## src/hw/cache_bank_config.svh

```systemverilog
`ifndef CACHE_BANK_CONFIG_SVH
`define CACHE_BANK_CONFIG_SVH

// ~~~~~~~~~~~~~~~~~~~~~~~~~~~~~~~~~~~~~~~~~~~~~~~~~
// bank geometry
// ~~~~~~~~~~~~~~~~~~~~~~~~~~~~~~~~~~~~~~~~~~~~~~~~~
`define NUM_SETS   8
`define NUM_WAYS   4
`define BLOCK_SIZE 4

`define WORD_W     32
`define ADDR_W     16 // word address.

// ~~~~~~~~~~~~~~~~~~~~~~~~~~~~~~~~~~~~~~~~~~~~~~~~~
// derived widths
// ~~~~~~~~~~~~~~~~~~~~~~~~~~~~~~~~~~~~~~~~~~~~~~~~~
`define SET_BITS   ($clog2(`NUM_SETS))
`define WAY_BITS   ($clog2(`NUM_WAYS))
`define OFF_BITS   ($clog2(`BLOCK_SIZE))
`define TAG_W      (`ADDR_W - `SET_BITS - `OFF_BITS)

`define AGE_W      (`WAY_BITS + 1) // one spare bit so ages can saturate.
`define AGE_MAX    ((1 << `AGE_W) - 1)

`endif

```

## src/hw/cache_bank_pkg.sv

```systemverilog
`include "cache_bank_config.svh"

package cache_bank_pkg;

  // ~~~~~~~~~~~~~~~~~~~~~~~~~~~~~~~~~~~~~~~~~~~~~~~~~
  // storage
  // ~~~~~~~~~~~~~~~~~~~~~~~~~~~~~~~~~~~~~~~~~~~~~~~~~
  typedef struct packed {
    logic                                valid;
    logic                                dirty;
    logic [`TAG_W-1:0]                   tag;
    logic [`BLOCK_SIZE-1:0][`WORD_W-1:0] block;
  } cache_frame;

  typedef cache_frame [`NUM_WAYS-1:0] cache_set;

  typedef struct packed {
    logic [`NUM_WAYS-1:0][`AGE_W-1:0] age;
    logic [`WAY_BITS-1:0]             lru_way; // oldest way of the set.
  } lru_frame;

  // ~~~~~~~~~~~~~~~~~~~~~~~~~~~~~~~~~~~~~~~~~~~~~~~~~
  // requests and miss handling
  // ~~~~~~~~~~~~~~~~~~~~~~~~~~~~~~~~~~~~~~~~~~~~~~~~~
  typedef enum logic {
    OP_LOAD,
    OP_STORE
  } req_op_t;

  typedef struct packed {
    logic [`TAG_W-1:0]    tag;
    logic [`SET_BITS-1:0] set;
  } block_addr_t;

  typedef struct packed {
    req_op_t               op;
    block_addr_t           block_addr;
    logic [`OFF_BITS-1:0]  offset;
    logic [`WORD_W-1:0]    store_value;
  } mshr_reg;

  typedef enum logic [1:0] {
    IDLE,
    VICTIM_EJECT,
    BLOCK_PULL,
    FINISH
  } miss_state_t;

endpackage

```

## src/hw/cache_bank_ifs.sv

```systemverilog
`timescale 1ns/1ps
`include "cache_bank_config.svh"

// registered request plus tag compare result.
interface lookup_if;
  import cache_bank_pkg::*;

  logic                 valid;
  req_op_t              op;
  logic [`SET_BITS-1:0] set_index;
  logic [`OFF_BITS-1:0] offset;
  logic [`TAG_W-1:0]    tag;
  logic [`WORD_W-1:0]   wdata;
  logic                 hit;
  logic [`WAY_BITS-1:0] hit_way;

  modport stage (output valid, op, set_index, offset, tag, wdata, hit, hit_way);
  modport sink  (input  valid, op, set_index, offset, tag, wdata, hit, hit_way);
endinterface

interface lru_if;
  logic                 touch_en;
  logic [`SET_BITS-1:0] touch_set;
  logic [`WAY_BITS-1:0] touch_way;
  logic [`SET_BITS-1:0] query_set; // set whose victim is wanted.
  logic [`WAY_BITS-1:0] victim_way;

  modport tracker   (input touch_en, touch_set, touch_way, query_set, output victim_way);
  modport requester (output query_set, input victim_way);
  modport toucher   (output touch_en, touch_set, touch_way);
endinterface

interface fill_if;
  logic [`SET_BITS-1:0]                eject_set;
  logic [`WAY_BITS-1:0]                eject_way;
  logic [`OFF_BITS-1:0]                eject_off;
  logic [`WORD_W-1:0]                  eject_word;
  logic                                fill_en;
  logic [`SET_BITS-1:0]                fill_set;
  logic [`WAY_BITS-1:0]                fill_way;
  logic [`TAG_W-1:0]                   fill_tag;
  logic [`BLOCK_SIZE-1:0][`WORD_W-1:0] fill_block;
  logic                                victim_valid;
  logic                                victim_dirty;
  logic [`TAG_W-1:0]                   victim_tag;

  modport master (output eject_set, eject_way, eject_off, fill_en, fill_set, fill_way,
                  fill_tag, fill_block,
                  input  eject_word, victim_valid, victim_dirty, victim_tag);
  modport array  (input  eject_set, eject_way, eject_off, fill_en, fill_set, fill_way,
                  fill_tag, fill_block,
                  output eject_word, victim_valid, victim_dirty, victim_tag);
endinterface

```

## src/hw/miss_handler.sv

```systemverilog
`timescale 1ns/1ps
`include "cache_bank_config.svh"

module miss_handler (
  input  logic                    CLK,
  input  logic                    nRST,
  lookup_if.sink                  lk,
  lru_if.requester                lr,
  fill_if.master                  fl,
  output logic                    mem_read,
  output logic                    mem_write,
  output logic [`ADDR_W-1:0]      mem_addr,
  output logic [`WORD_W-1:0]      mem_wdata,
  input  logic [`WORD_W-1:0]      mem_rdata,
  input  logic                    mem_ready,
  output logic                    busy,
  output logic                    replay,
  output cache_bank_pkg::mshr_reg mshr
);
  import cache_bank_pkg::*;

  miss_state_t                         state;
  logic [`OFF_BITS-1:0]                count;
  logic [`SET_BITS-1:0]                victim_set;
  logic [`WAY_BITS-1:0]                victim_way;
  logic [`TAG_W-1:0]                   victim_tag;
  logic [`BLOCK_SIZE-1:0][`WORD_W-1:0] pull_buf;
  logic                                replay_q;
  logic                                miss;
  logic                                last_word;

  assign miss      = (state == IDLE) && lk.valid && !lk.hit;
  assign last_word = mem_ready && (count == `OFF_BITS'(`BLOCK_SIZE - 1));

  // ~~~~~~~~~~~~~~~~~~~~~~~~~~~~~~~~~~~~~~~~~~~~~~~~~
  // victim selection and eject read port
  // ~~~~~~~~~~~~~~~~~~~~~~~~~~~~~~~~~~~~~~~~~~~~~~~~~
  assign lr.query_set = lk.set_index;
  assign fl.eject_set = (state == IDLE) ? lk.set_index : victim_set; // peek before latching.
  assign fl.eject_way = (state == IDLE) ? lr.victim_way : victim_way;
  assign fl.eject_off = count;

  // ~~~~~~~~~~~~~~~~~~~~~~~~~~~~~~~~~~~~~~~~~~~~~~~~~
  // miss FSM
  // ~~~~~~~~~~~~~~~~~~~~~~~~~~~~~~~~~~~~~~~~~~~~~~~~~
  always_ff @(posedge CLK or negedge nRST) begin
    if (!nRST) begin
      state    <= IDLE;
      count    <= '0;
      replay_q <= 1'b0;
    end else begin
      replay_q <= (state == FINISH);
      case (state)
        IDLE: begin
          if (miss) begin
            count <= '0;
            state <= (fl.victim_valid && fl.victim_dirty) ? VICTIM_EJECT : BLOCK_PULL;
          end
        end
        VICTIM_EJECT: begin
          if (mem_ready) begin
            count <= count + 1'b1; // wraps to zero on the last word.
            if (last_word) begin
              state <= BLOCK_PULL;
            end
          end
        end
        BLOCK_PULL: begin
          if (mem_ready) begin
            count <= count + 1'b1;
            if (last_word) begin
              state <= FINISH;
            end
          end
        end
        FINISH: begin
          state <= IDLE;
        end
        default: begin
          state <= IDLE;
        end
      endcase
    end
  end

  always_ff @(posedge CLK) begin
    if (miss) begin
      mshr.op             <= lk.op;
      mshr.block_addr.tag <= lk.tag;
      mshr.block_addr.set <= lk.set_index;
      mshr.offset         <= lk.offset;
      mshr.store_value    <= lk.wdata;
      victim_set          <= lk.set_index;
      victim_way          <= lr.victim_way;
      victim_tag          <= fl.victim_tag;
    end
    if ((state == BLOCK_PULL) && mem_ready) begin
      pull_buf[count] <= mem_rdata;
    end
  end

  // ~~~~~~~~~~~~~~~~~~~~~~~~~~~~~~~~~~~~~~~~~~~~~~~~~
  // memory side, fill and replay
  // ~~~~~~~~~~~~~~~~~~~~~~~~~~~~~~~~~~~~~~~~~~~~~~~~~
  assign mem_write = (state == VICTIM_EJECT);
  assign mem_read  = (state == BLOCK_PULL);
  assign mem_addr  = (state == VICTIM_EJECT) ? {victim_tag, victim_set, count}
                                             : {mshr.block_addr.tag, mshr.block_addr.set, count};
  assign mem_wdata = fl.eject_word;

  assign fl.fill_en    = (state == FINISH);
  assign fl.fill_set   = victim_set;
  assign fl.fill_way   = victim_way;
  assign fl.fill_tag   = mshr.block_addr.tag;
  assign fl.fill_block = pull_buf;

  assign replay = (state == FINISH);
  assign busy   = (state != IDLE) || miss || replay_q; // held through the replayed lookup.

endmodule

```

## src/flat_wrapper.sv

```systemverilog
// flat-port wrapper written by rule: the top's interface ports become plain ports
module miss_handler_flat import cache_bank_pkg::*;
  (CLK, nRST, mem_read, mem_write, mem_addr, mem_wdata, mem_rdata, mem_ready, busy, replay, mshr, lk_valid, lk_op, lk_set_index, lk_offset, lk_tag, lk_wdata, lk_hit, lk_hit_way, lr_query_set, lr_victim_way, fl_eject_set, fl_eject_way, fl_eject_off, fl_fill_en, fl_fill_set, fl_fill_way, fl_fill_tag, fl_fill_block, fl_eject_word, fl_victim_valid, fl_victim_dirty, fl_victim_tag);
  lookup_if lk_i ();
  lru_if lr_i ();
  fill_if fl_i ();
  input  logic CLK;
  input  logic nRST;
  output logic mem_read;
  output logic mem_write;
  output logic [`ADDR_W-1:0] mem_addr;
  output logic [`WORD_W-1:0] mem_wdata;
  input  logic [`WORD_W-1:0] mem_rdata;
  input  logic mem_ready;
  output logic busy;
  output logic replay;
  output cache_bank_pkg::mshr_reg mshr;
  input wire logic [$bits(lk_i.valid)-1:0] lk_valid;
  input wire logic [$bits(lk_i.op)-1:0] lk_op;
  input wire logic [$bits(lk_i.set_index)-1:0] lk_set_index;
  input wire logic [$bits(lk_i.offset)-1:0] lk_offset;
  input wire logic [$bits(lk_i.tag)-1:0] lk_tag;
  input wire logic [$bits(lk_i.wdata)-1:0] lk_wdata;
  input wire logic [$bits(lk_i.hit)-1:0] lk_hit;
  input wire logic [$bits(lk_i.hit_way)-1:0] lk_hit_way;
  output wire logic [$bits(lr_i.query_set)-1:0] lr_query_set;
  input wire logic [$bits(lr_i.victim_way)-1:0] lr_victim_way;
  output wire logic [$bits(fl_i.eject_set)-1:0] fl_eject_set;
  output wire logic [$bits(fl_i.eject_way)-1:0] fl_eject_way;
  output wire logic [$bits(fl_i.eject_off)-1:0] fl_eject_off;
  output wire logic [$bits(fl_i.fill_en)-1:0] fl_fill_en;
  output wire logic [$bits(fl_i.fill_set)-1:0] fl_fill_set;
  output wire logic [$bits(fl_i.fill_way)-1:0] fl_fill_way;
  output wire logic [$bits(fl_i.fill_tag)-1:0] fl_fill_tag;
  output wire logic [$bits(fl_i.fill_block)-1:0] fl_fill_block;
  input wire logic [$bits(fl_i.eject_word)-1:0] fl_eject_word;
  input wire logic [$bits(fl_i.victim_valid)-1:0] fl_victim_valid;
  input wire logic [$bits(fl_i.victim_dirty)-1:0] fl_victim_dirty;
  input wire logic [$bits(fl_i.victim_tag)-1:0] fl_victim_tag;
  assign lk_i.valid = lk_valid;
  assign lk_i.op = lk_op;
  assign lk_i.set_index = lk_set_index;
  assign lk_i.offset = lk_offset;
  assign lk_i.tag = lk_tag;
  assign lk_i.wdata = lk_wdata;
  assign lk_i.hit = lk_hit;
  assign lk_i.hit_way = lk_hit_way;
  assign lr_query_set = lr_i.query_set;
  assign lr_i.victim_way = lr_victim_way;
  assign fl_eject_set = fl_i.eject_set;
  assign fl_eject_way = fl_i.eject_way;
  assign fl_eject_off = fl_i.eject_off;
  assign fl_fill_en = fl_i.fill_en;
  assign fl_fill_set = fl_i.fill_set;
  assign fl_fill_way = fl_i.fill_way;
  assign fl_fill_tag = fl_i.fill_tag;
  assign fl_fill_block = fl_i.fill_block;
  assign fl_i.eject_word = fl_eject_word;
  assign fl_i.victim_valid = fl_victim_valid;
  assign fl_i.victim_dirty = fl_victim_dirty;
  assign fl_i.victim_tag = fl_victim_tag;
  miss_handler u_core (.CLK(CLK), .nRST(nRST), .lk(lk_i), .lr(lr_i), .fl(fl_i), .mem_read(mem_read), .mem_write(mem_write), .mem_addr(mem_addr), .mem_wdata(mem_wdata), .mem_rdata(mem_rdata), .mem_ready(mem_ready), .busy(busy), .replay(replay), .mshr(mshr));
endmodule
```

## config.mk

```make
export PLATFORM = sky130hd
export DESIGN_NAME = miss_handler_flat
export DESIGN_NICKNAME = d
export VERILOG_FILES = /design/src/hw/cache_bank_pkg.sv /design/src/hw/cache_bank_ifs.sv /design/src/hw/miss_handler.sv /design/src/flat_wrapper.sv
export VERILOG_INCLUDE_DIRS = /design/src /design/src/hw
export SDC_FILE = /design/constraint.sdc
export NUM_CORES = 1
export LEC_CHECK = 0
export ABC_AREA = 1
export BUFFER_PORTS_ARGS = -buffer_cell sky130_fd_sc_hd__clkbuf_2
export CORE_MARGIN = 2
export CORE_UTILIZATION = 30
export DETAILED_ROUTE_END_ITERATION = 7
export PLACE_DENSITY = 0.55
export SETUP_SLACK_MARGIN = 0.3
export SLEW_MARGIN = 20
export SYNTH_ARGS = -nofsm -noshare
export SYNTH_HDL_FRONTEND = slang
export SYNTH_SLANG_ARGS = --single-unit
```

## constraint.sdc

```tcl
create_clock -name CLK -period 6.91 [get_ports CLK]
set_clock_uncertainty 0.05 [all_clocks]
set_input_delay 1.0365 -clock CLK [delete_from_list [all_inputs] [get_ports CLK]]
set_output_delay 1.0365 -clock CLK [all_outputs]
set_load 0.02 [all_outputs]
```

Word-level counts from Yosys, hierarchy flattened
Index checks and enable logic that the tools add are counted.

word-level totals
  logic and storage cells = 58
  output and inout bits = 256
  bits in registers = 195
  input bits = 135

operators by class
  reductions and logical operators = 15
  add/subtract/negate cells = 1
  equality and inequality tests = 10
  $lt $le $gt $ge = 2
  muxes and demuxes = 16

operators with widths
  operator               number
  $bwmux W128            1
  $demux W32 S2          1
  $mux W32               1
  $mux W2                9
  $mux W16               1
  $ne A2 B1 Y1 const B   6
  $pmux W2 S4            1
  $eq A2 B2 Y1 const B   3
  $logic_and A1 B1 Y1    6
  $reduce_and A5 Y1      1
  $pmux W2 S2            1
  $reduce_bool A2 Y1     2
  $lt A2 B3 Y1 const B   1
  $mux W3                1
  $reduce_and A3 Y1      1
  $add A2 B1 Y2 const B  1
  $eq A2 B1 Y1 const B   1
  $ge A2 B1 Y1 const B   1
  $logic_not A2 Y1       1
  $logic_or A1 B1 Y1     2
  $reduce_or A2 Y1       1
  $logic_not A1 Y1       1

Depth between registers and ports, before layout
Gate-level depths: netlist of run 1.

  depth after elaboration = 5
  depth in mapped cells = 7
  mapped depth without buffers = 7

Worst setup path after synthesis of run 1
Ideal clock, no wire load.

  path kind = input to register
  from = input lk_hit
  to = register u_core.victim_set[0], in the netlist u_core.fl.fill_set[0] (enable)
  slack = 0.937 ns
  required time = 6.301 ns
  stages on the path = 1
  setup time = 0.559 ns
  arrival time = 5.364 ns
  path buffers = 0
  cell sequence = nor3_1

on the way
  cells in the longest elaborated chain, start to end = 2

RTL lines
  item                    line                RTL
  start: declaration      flat_wrapper.sv:24  input wire logic [$bits(lk_i.hit)-1:0] lk_hit;
  $logic_not A1 Y1        miss_handler.sv:32  assign miss = (state == IDLE) && lk.valid && !lk.hit;
  $logic_and A1 B1 Y1     miss_handler.sv:32
  end signal: assignment  miss_handler.sv:93  victim_set <= lk.set_index;
  end: declaration        miss_handler.sv:24  logic [`SET_BITS-1:0] victim_set;

Every way passes these cells.
A chain may end at the register's enable or synchronous reset.

Final worst setup path of run 1
  from = register u_core.state[1]
  to = output mem_addr[5]

on the way
  cells in the longest elaborated chain, start to end = 2

RTL lines
  item                      line                 RTL
  start: declaration        miss_handler.sv:22   miss_state_t state;
  start signal: assignment  miss_handler.sv:57   state <= (fl.victim_valid && fl.victim_dirty) ? VICTIM_EJECT : BLOCK_PULL;
  $eq A2 B1 Y1              miss_handler.sv:107  assign mem_addr = (state == VICTIM_EJECT) ? {victim_tag, victim_set, count}
  $mux W16                  miss_handler.sv:107
  end: declaration          flat_wrapper.sv:11   output logic [`ADDR_W-1:0] mem_addr;

Every way passes these cells.

==> summary.md, run 1 <==
| Metric | Value |
|---|---|
| Syn_area_per_cell | `approximately 20 um2` |
| Largest area contributor in the netlist | `edfxtp_1` |
| Final period util | `49.3%` |
| Worst slew margin | `about 29%` |
| Initial antenna violation count | `0` |
| Mapped Nets | `478` |
| Clk slew on worst S/H paths | `0.08 ns` |
| Area share of the largest cell type after synthesis | `between 80% and 90%` |
| Layout area overhead | `32.8%` |
| Syn. warnings | `0` |
| Post-synthesis cell area | `6780 um2` |
| Post-CTS Resized | `0` |
| Chip width | `154 um` |
| Drt drc | `0` |
| Antenna cells | `0` |
| Largest cells by area after synthesis | `edfxtp_1 84%, buf_4 6.1%, mux2_4 2.2%, nand2_1 1.9%, dfrtp_1 1.8%` |
| RSZ-0062 raised after global routing | `false` |
| Placer Congestion | `between 0.7 and 0.8` |
| Vias in the first global route | `~3,900` |
| CTS Hold Bufs | `0` |
| First-pass GRT wire length | `around 24 mm` |
| Routed WL per cell | `around 18 um` |
| Leakage | `3.77 nW` |
| Starting Density | `a little under a third` |
| DR pass1 iterations | `6` |
| Final setup vio count | `0` |
| Final ANT Viol Nets | `0` |
| Hold/Removal Path Class | `input port to async pin` |
| Die Y | `around 150 um` |
| Status | `complete, no violations` |
| Via count | `around 3,800` |
| Worst path max stage delay | `between 0.7 and 0.8 ns` |
| Worst setup path startpoint | `u_core.state[1]` |
| WP data required | `between 5 and 6 ns` |
| Sequential element share of the synthesized area | `between 80% and 90%` |
| Switch Pwr | `~0.96 mW` |
| Post-Syn Instances | `334` |
| Die ar. | `approximately 24,000 um2` |
| Switching share of power | `between 30% and 40%` |
| Routed vias/inst | `4.18` |
| CTS root buf | `clkbuf_16` |
| Placed wire-length estimate | `12.3 mm` |
| H-tree depth | `4` |
| Crit Reg-Reg Endpoint | `u_core.fl.fill_block[87]` |
| Worst VDD drop | `around 140 uV` |
| Worst skew pair latency | `around 0.42 ns` |
| CTS Sinks | `~200` |
| Total global-route track usage | `between 10% and 20%` |
| Inserted Clock Buffers | `17` |
| Setup bufs post-CTS | `0` |
| DR iter-0 viols | `roughly 170` |
| # IOs | `roughly 390` |
| Logic pwr share | `20.1%` |
| Hold Vio Cnt, Final | `0` |
| Slew Limit Fails | `0` |
| Worst-margin pin slew | `1.06 ns` |
| Clk pwr share | `32.1%` |
| Max cap viols | `0` |
| Largest net degree at the start of global routing | `63` |
| Internal | `2.11 mW` |
| #FFs+latches synth | `195` |
| Post-synthesis cell type count | `17` |
| Startpoint Class | `flop` |
| Min cycle time layout | `~3.4 ns` |
| Final Net Count | `about 770` |
| Critical R2R Launch | `u_core.state[0]` |
| Grt ovf | `0` |
| Crit-path cells | `inv_1 > ha_1 > mux2_2 > clkbuf_2` |
| CTS tree | `done` |
| Core area | `22,400 um2` |
| Critical Path Sink Type | `output pin` |
| Clock Path Buffers | `2` |
| Row cnt | `55` |
| Slowest CP cell | `ha_1` |
| Reg2Reg Depth | `4` |
| Max reg flops | `between 100 and 150` |
| Highest clock rate | `just under 300 MHz` |
| PD cells | `around 340 nW/um2` |
| Crit Path Class | `flop to output pin` |
| Final core occ | `between 40% and 50%` |
| WP data arrival | `around 2.3 ns` |
| Register-to-Register Setup Slack | `4.57 ns` |
| Seq pwr share | `a little under half` |
| Final WL | `between 15 and 20 mm` |
| CP Max Fanout | `13` |
| Setup TNS | `0 ns` |
| # port buffers | `324` |
| Fraction of layout instances using a drive strength above 1 | `between 50% and 60%` |
==> Yosys cell counts, drive strengths merged <==
master and number:
edfxtp 190, buf 56, nand2 34, inv 14
mux2 11, ha 9, dfrtp 5, nand3 5
nor2 5, o21ai 2, a21oi 1, nor3 1
or2 1
==> through the flow <==
stage | hold WS, ns | area, um2 | total power, mW | cells | setup slack, ns
finish | 0.363 | 9010 | 3.07 | 921 | 3.51
global route | 0.348 | 9010 | 3.21 | 921 | 3.36
CTS | 0.339 | 8990 | 3.11 | 920 | 3.44
detailed placement | 0.485 | 8380 | 2.12 | 888 | 3.93
global placement | 0.459 | 8380 | 2.11 | 888 | 3.96
floorplan | 0.440 | 6780 | 1.92 | 334 | 0.937
==> cells in the final DEF (no fill, tap or decap) <==
| master | Yosys | layout |
|---|---|---|
| clkbuf_2 | 0 | 324 |
| edfxtp_1 | 190 | 190 |
| nand2_1 | 34 | 34 |
| clkbuf_16 | 0 | 17 |
| inv_1 | 13 | 13 |
| mux2_4 | 10 | 10 |
| ha_1 | 9 | 9 |
| nand3_1 | 5 | 5 |
| clkinv_8 | 0 | 5 |
| dfrtp_1 | 5 | 5 |
| nor2_4 | 0 | 4 |
| inv_8 | 0 | 4 |
| inv_6 | 0 | 2 |
| inv_2 | 1 | 1 |
| nor3_2 | 0 | 1 |
| o21ai_2 | 1 | 1 |
| or2_1 | 1 | 1 |
| mux2_2 | 1 | 1 |
| o21ai_1 | 1 | 1 |
| a21oi_1 | 1 | 1 |
| nor2_1 | 5 | 1 |
| clkinvlp_4 | 0 | 1 |
| clkinv_4 | 0 | 1 |
| inv_12 | 0 | 1 |
| clkinv_2 | 0 | 1 |
| buf_4 | 55 | 1 |
| buf_12 | 0 | 1 |
==> cell families (layout without fill, tap and decap cells) <==
family          count (synthesis)  count (layout)  synth area share [%]
fa+ha+maj                       9               9                  1.66
flops                         195             195                  86.0
compound gates                  3               3                 0.277
mux                            11              11                  2.38
simple gates                   46              46                  2.69
buf+inv                        70             372                  7.03
==> cell type report <==
type	instances	area (um2)
clock buffer	17	425
inverter	14	52.6
clock inverter	15	181
sequential	195	5830
multi-input combinational	69	510
fill	2082	13400
timing repair buffer	326	1650
tap	285	357
==> worst max path at each step <==
stage               slack, ns  cells after the start               endpoint
global placement         3.96                      4            mem_addr[5]
detailed placement       3.93                      4            mem_addr[5]
global route             3.36                      4            mem_addr[5]
finish                   3.51                      4            mem_addr[5]
CTS                      3.44                      4            mem_addr[5]
floorplan                0.94                      1  u_core.fl.fill_set[0]
==> per-layer routing <==
metal  wire [um]  part of all wire, %  GRT usage, %
met1        6600                   40          16.1
met5           0                    0             0
met4         191                  1.2          5.07
met2        8320                   50          23.0
met3        1490                  9.0          4.93
==> power groups by stage <==
stage / Sequential, mW / Combinational (mW) / Clock (mW)
after floorplan: 1.60 / 0.319 / 0
after global placement: 1.50 / 0.614 / 0
after detailed placement: 1.50 / 0.619 / 0
after CTS: 1.47 / 0.621 / 1.02
after global routing: 1.48 / 0.667 / 1.06
final: 1.47 / 0.617 / 0.985
==> critical path: cells and delay by family, from the launching register on <==
| family | cells | cell delay, ns |
|---|---|---|
| adder cells (fa/ha/maj) | 1 | 0.77 |
| flip-flops | 1 | 0.43 |
| multiplexers | 1 | 0.41 |
| buffers and inverters | 2 | 0.28 |
(Power assumes the default switching activity.)
==> inputs of run 2 (changes only) <==
--- a/config.mk
+++ b/config.mk
@@ -6,7 +6,7 @@
 export SDC_FILE = /design/constraint.sdc
 export NUM_CORES = 1
 export LEC_CHECK = 0
-export ABC_AREA = 1
+export ABC_AREA = 0
 export BUFFER_PORTS_ARGS = -buffer_cell sky130_fd_sc_hd__clkbuf_2
 export CORE_MARGIN = 2
 export CORE_UTILIZATION = 30
==> constraint.sdc (replaced) <==
create_clock -name CLK -period 3.43 [get_ports CLK]
set_clock_uncertainty 0.05 [all_clocks]
set_input_delay 0.5145 -clock CLK [delete_from_list [all_inputs] [get_ports CLK]]
set_output_delay 0.5145 -clock CLK [all_outputs]
set_load 0.02 [all_outputs]
==> run 2 against run 1 <==
The run now ends with DRC left. Synthesized cell count is 8.4% lower. Via count fell by 0.52%. Global-route usage is 0.051 points lower. Hold slack worse by 0.17 ns. Wire length decreased by 0.66%. Non-clock buffer count increased by 4. Clock power grew 120%. First-iteration DRC count is 28% lower. Largest power group unchanged.
==> summary.md, run 2 <==
| Metric | Value |
|---|---|
| WP data arrival | `2.15 ns (-0.17 ns)` |
| Final setup vio count | `0 (unchanged)` |
| Die Y | `154 um (-0.21%)` |
| Row cnt | `54 (-1.8%)` |
| Chip width | `154 um (-0.21%)` |
| Setup bufs post-CTS | `0 (unchanged)` |
| Sequential element share of the synthesized area | `86.3% (+0.37 points)` |
| Post-Syn Instances | `306 (-8.4%)` |
| Switching share of power | `31.5% (+0.15 points)` |
| Worst VDD drop | `283 uV (+100%)` |
| Critical R2R Launch | `u_core.state[0]` |
| WP data required | `2.87 ns (-2.95 ns)` |
| Leakage | `3.73 nW (-1.3%)` |
| Area share of the largest cell type after synthesis | `84.5% (+0.36 points)` |
| Logic pwr share | `19.7% (-0.4 points)` |
| RSZ-0062 raised after global routing | `false` |
| Final period util | `79.1%` |
| Syn. warnings | `0 (unchanged)` |
| #FFs+latches synth | `195 (unchanged)` |
| Hold Vio Cnt, Final | `0 (unchanged)` |
| Drt drc | `2 (+2)` |
| Worst skew pair latency | `0.43 ns (about the same)` |
| Highest clock rate | `369 MHz` |
| Commonest cells post-synth | `190 x edfxtp_1, 56 x buf_4, 16 x mux2_2` |
| Placed wire-length estimate | `12.4 mm (+0.36%)` |
| Worst path max stage delay | `0.60 ns (-0.17 ns)` |
| Final WL | `16.5 mm (-0.66%)` |
| Core area | `22,000 um2 (-2.1%)` |
| Critical Path Sink Type | `output pin` |
| Worst setup path startpoint | `u_core.state[1]` |
| Most frequent cells in the layout | `324 x clkbuf_2, 190 x edfxtp_1, 17 x clkbuf_16` |
| DR pass1 iterations | `7 (+1)` |
| Vias in the first global route | `3,889 (+0.91%)` |
| Fillcell total | `1,999 (-4.0%)` |
| Violated checks | `DRC` |
| Internal | `4.36 mW (+110%)` |
| CTS root buf | `clkbuf_16` |
| CP Max Fanout | `13 (unchanged)` |
| CTS Sinks | `195 (unchanged)` |
| Layout area overhead | `33.5%` |
| Worst-margin pin slew | `0.671 ns (-0.389 ns)` |
| Critical path buffer and inverter count | `2 (unchanged)` |
| Post-synthesis cell type count | `25 (+8)` |
| Initial antenna violation count | `2 (+2)` |
| Slew Limit Fails | `0 (unchanged)` |
| Commonest non-fill, non-tap cell in the layout | `clkbuf_2` |
| Placed insts | `858 (-3.4%)` |
| PD cells | `706 nW/um2 (+110%)` |
| Clk slew on worst S/H paths | `0.09 ns (about the same)` |
| Clock Path Buffers | `2 (unchanged)` |
| Post-synthesis cell area | `6750 um2 (-0.42%)` |
| EDFF count, synth | `190 (unchanged)` |
| Max cap viols | `0 (unchanged)` |
| Startpoint Class | `flop` |
| Post-route insts no fill | `892 (-3.1%)` |
| Largest area contributor in the netlist | `edfxtp_1` |
| First-pass GRT wire length | `23.8 mm (-0.92%)` |
| Register area | `5830 um2 (unchanged)` |
| Placer Congestion | `0.749 (+1.4%)` |
| Final core occ | `41.1% (+0.93 points)` |
| Grt ovf | `0 (unchanged)` |
| Setup TNS | `0 ns (unchanged)` |
| Min cycle time layout | `about 2.7 ns` |
| Syn_area_per_cell | `22.1 um2 (+8.7%)` |
| Mapped Nets | `450 (-5.9%)` |
| Hold/Removal Path Class | `input port to flop` |
| Clk pwr share | `33.3% (+1.2 points)` |
| Final Net Count | `742 (-3.3%)` |
| # port buffers | `324 (unchanged)` |
| Largest net degree at the start of global routing | `63 (unchanged)` |
| Slowest CP cell | `ha_1` |
| CP top delay family | `adder cells` |
| CTS tree | `done` |
| Hold Crit Start | `lk_wdata[14]` |
| Worst slew margin | `55.3% (+26 points)` |
| Routed WL per cell | `18.5 um (+2.6%)` |
| Die ar. | `23,700 um2 (-0.41%)` |
| Final ANT Viol Nets | `0 (unchanged)` |
| Switch Pwr | `2.00 mW (+110%)` |
| Total global-route track usage | `13.6% (-0.051 points)` |
| Routed vias/inst | `4.29 (+2.7%)` |
| Crit Path Class | `flop to output pin` |
| Async SR Flop Fraction | `2.56% (unchanged)` |
| H-tree depth | `4 (unchanged)` |
| Most common cell in the netlist | `edfxtp_1` |
| Area occupied by multi-input gates | `479 um2 (-6.1%)` |
| Crit-path cells | `inv_1 > ha_1 > mux2_2 > clkbuf_2` |
| Starting Density | `30.8% (+0.52 points)` |
| Largest cells by area after synthesis | `edfxtp_1 84%, buf_4 6.2%, mux2_2 2.7%, dfrtp_1 1.9%, ha_1 1.7%` |
| Inserted Clock Buffers | `17 (unchanged)` |
| Seq pwr share | `47.0% (-0.9 points)` |
| Main flop type after synthesis | `edfxtp_1` |
| Via count | `3,827 (-0.52%)` |
| Fraction of layout instances using a drive strength above 1 | `62.8% (+3.7 points)` |
| DR iter-0 viols | `120 (-28%)` |
| # IOs | `391 (unchanged)` |
| Max reg flops | `128 (unchanged)` |
| Status | `complete, but fails checks` |
-- run 2: cell types whose count changed in the layout (fill, tap and decap cells not counted), moves of 4 or more --
cell | previous run | this run
mux2_2 | 1 | 16
nand2_1 | 34 | 1
inv_1 | 13 | 6
nand3_1 | 5 | 1
mux2_4 | 10 | 1
and3_1 | 0 | 5
inv_12 | 1 | 5
-- run 2: logic make-up after synthesis --
logic type,synth area share [%]
AND/OR/NAND/NOR,1.06
buffers and inverters,6.69
multiplexers,3.04
adder cells (fa/ha/maj),1.67
AO/OA/AOI/OAI,1.22
flip-flops,86.3
-- run 2: area by class of cell --
| type | instances | area share, % |
|---|---|---|
| flip-flops and latches | 195 | 64.6 |
| clock inverters | 15 | 2.48 |
| well taps | 280 | 3.88 |
| clock buffers | 17 | 4.72 |
| multi-input cells | 47 | 5.31 |
| inverters | 7 | 0.291 |
| diodes | 1 | 0.0277 |
| repair buffers | 330 | 18.6 |
-- run 2: worst register-to-register path, cell delays in order, from the launching register on --
cell and delay, ns:
dfrtp_1 0.43, inv_1 0.13, ha_1 0.51, inv_1 0.15
nor2_4 0.15, buf_12 0.28
-- run 2: final timing paths --
path                                          endpoint  slack (ns)  cells after the start
worst max-delay path                      mem_addr[13]        0.72                      4
worst min-delay path                   u_core.mshr[14]        0.20                      1
worst max register to register         u_core.mshr[27]        1.31                      5
worst min register to register         u_core.state[0]        0.57                      1
max in group asynchronous       u_core.fl.eject_off[0]        2.79                      2
min in group asynchronous              u_core.replay_q        0.39                      2
-- run 2: per-stage QoR --
step           power, mW  hold slack, ns  area (um2)  worst slack, ns
2_1_floorplan       3.92           0.169        6760            0.448
3_3_place_gp        4.30           0.295        8360             1.21
3_5_place_dp        4.33           0.297        8360             1.15
4_1_cts             6.46           0.172        9020            0.658
5_1_grt             6.65           0.173        9020            0.570
6_report            6.37           0.197        9020            0.718
-- run 2: timing repair --
| item | CTS | global route |
|---|---|---|
| endpoints found under the hold margin | 5 | 0 |
| gates resized for setup | 0 | 0 |
| hold buffers | 1 | 0 |
| setup endpoints to repair | 0 | 0 |
-- run 2: routing by layer --
metal | track usage (%) | up-vias | share of wire (%)
li1 | - | 1700 | -
met1 | 15.6 | 1838 | 38
met2 | 23.0 | 248 | 50
met5 | 0 | - | 0.079
met3 | 4.88 | 39 | 9.6
met4 | 5.87 | 2 | 2.5
-- run 2: power groups by stage --
stage                     clock network [mW]  logic, mW  registers [mW]
final                                   2.12       1.26            2.99
after global routing                    2.29       1.34            3.02
after global placement                     0       1.26            3.04
after detailed placement                   0       1.27            3.05
after floorplan                            0      0.631            3.29
after CTS                               2.19       1.28            3.00
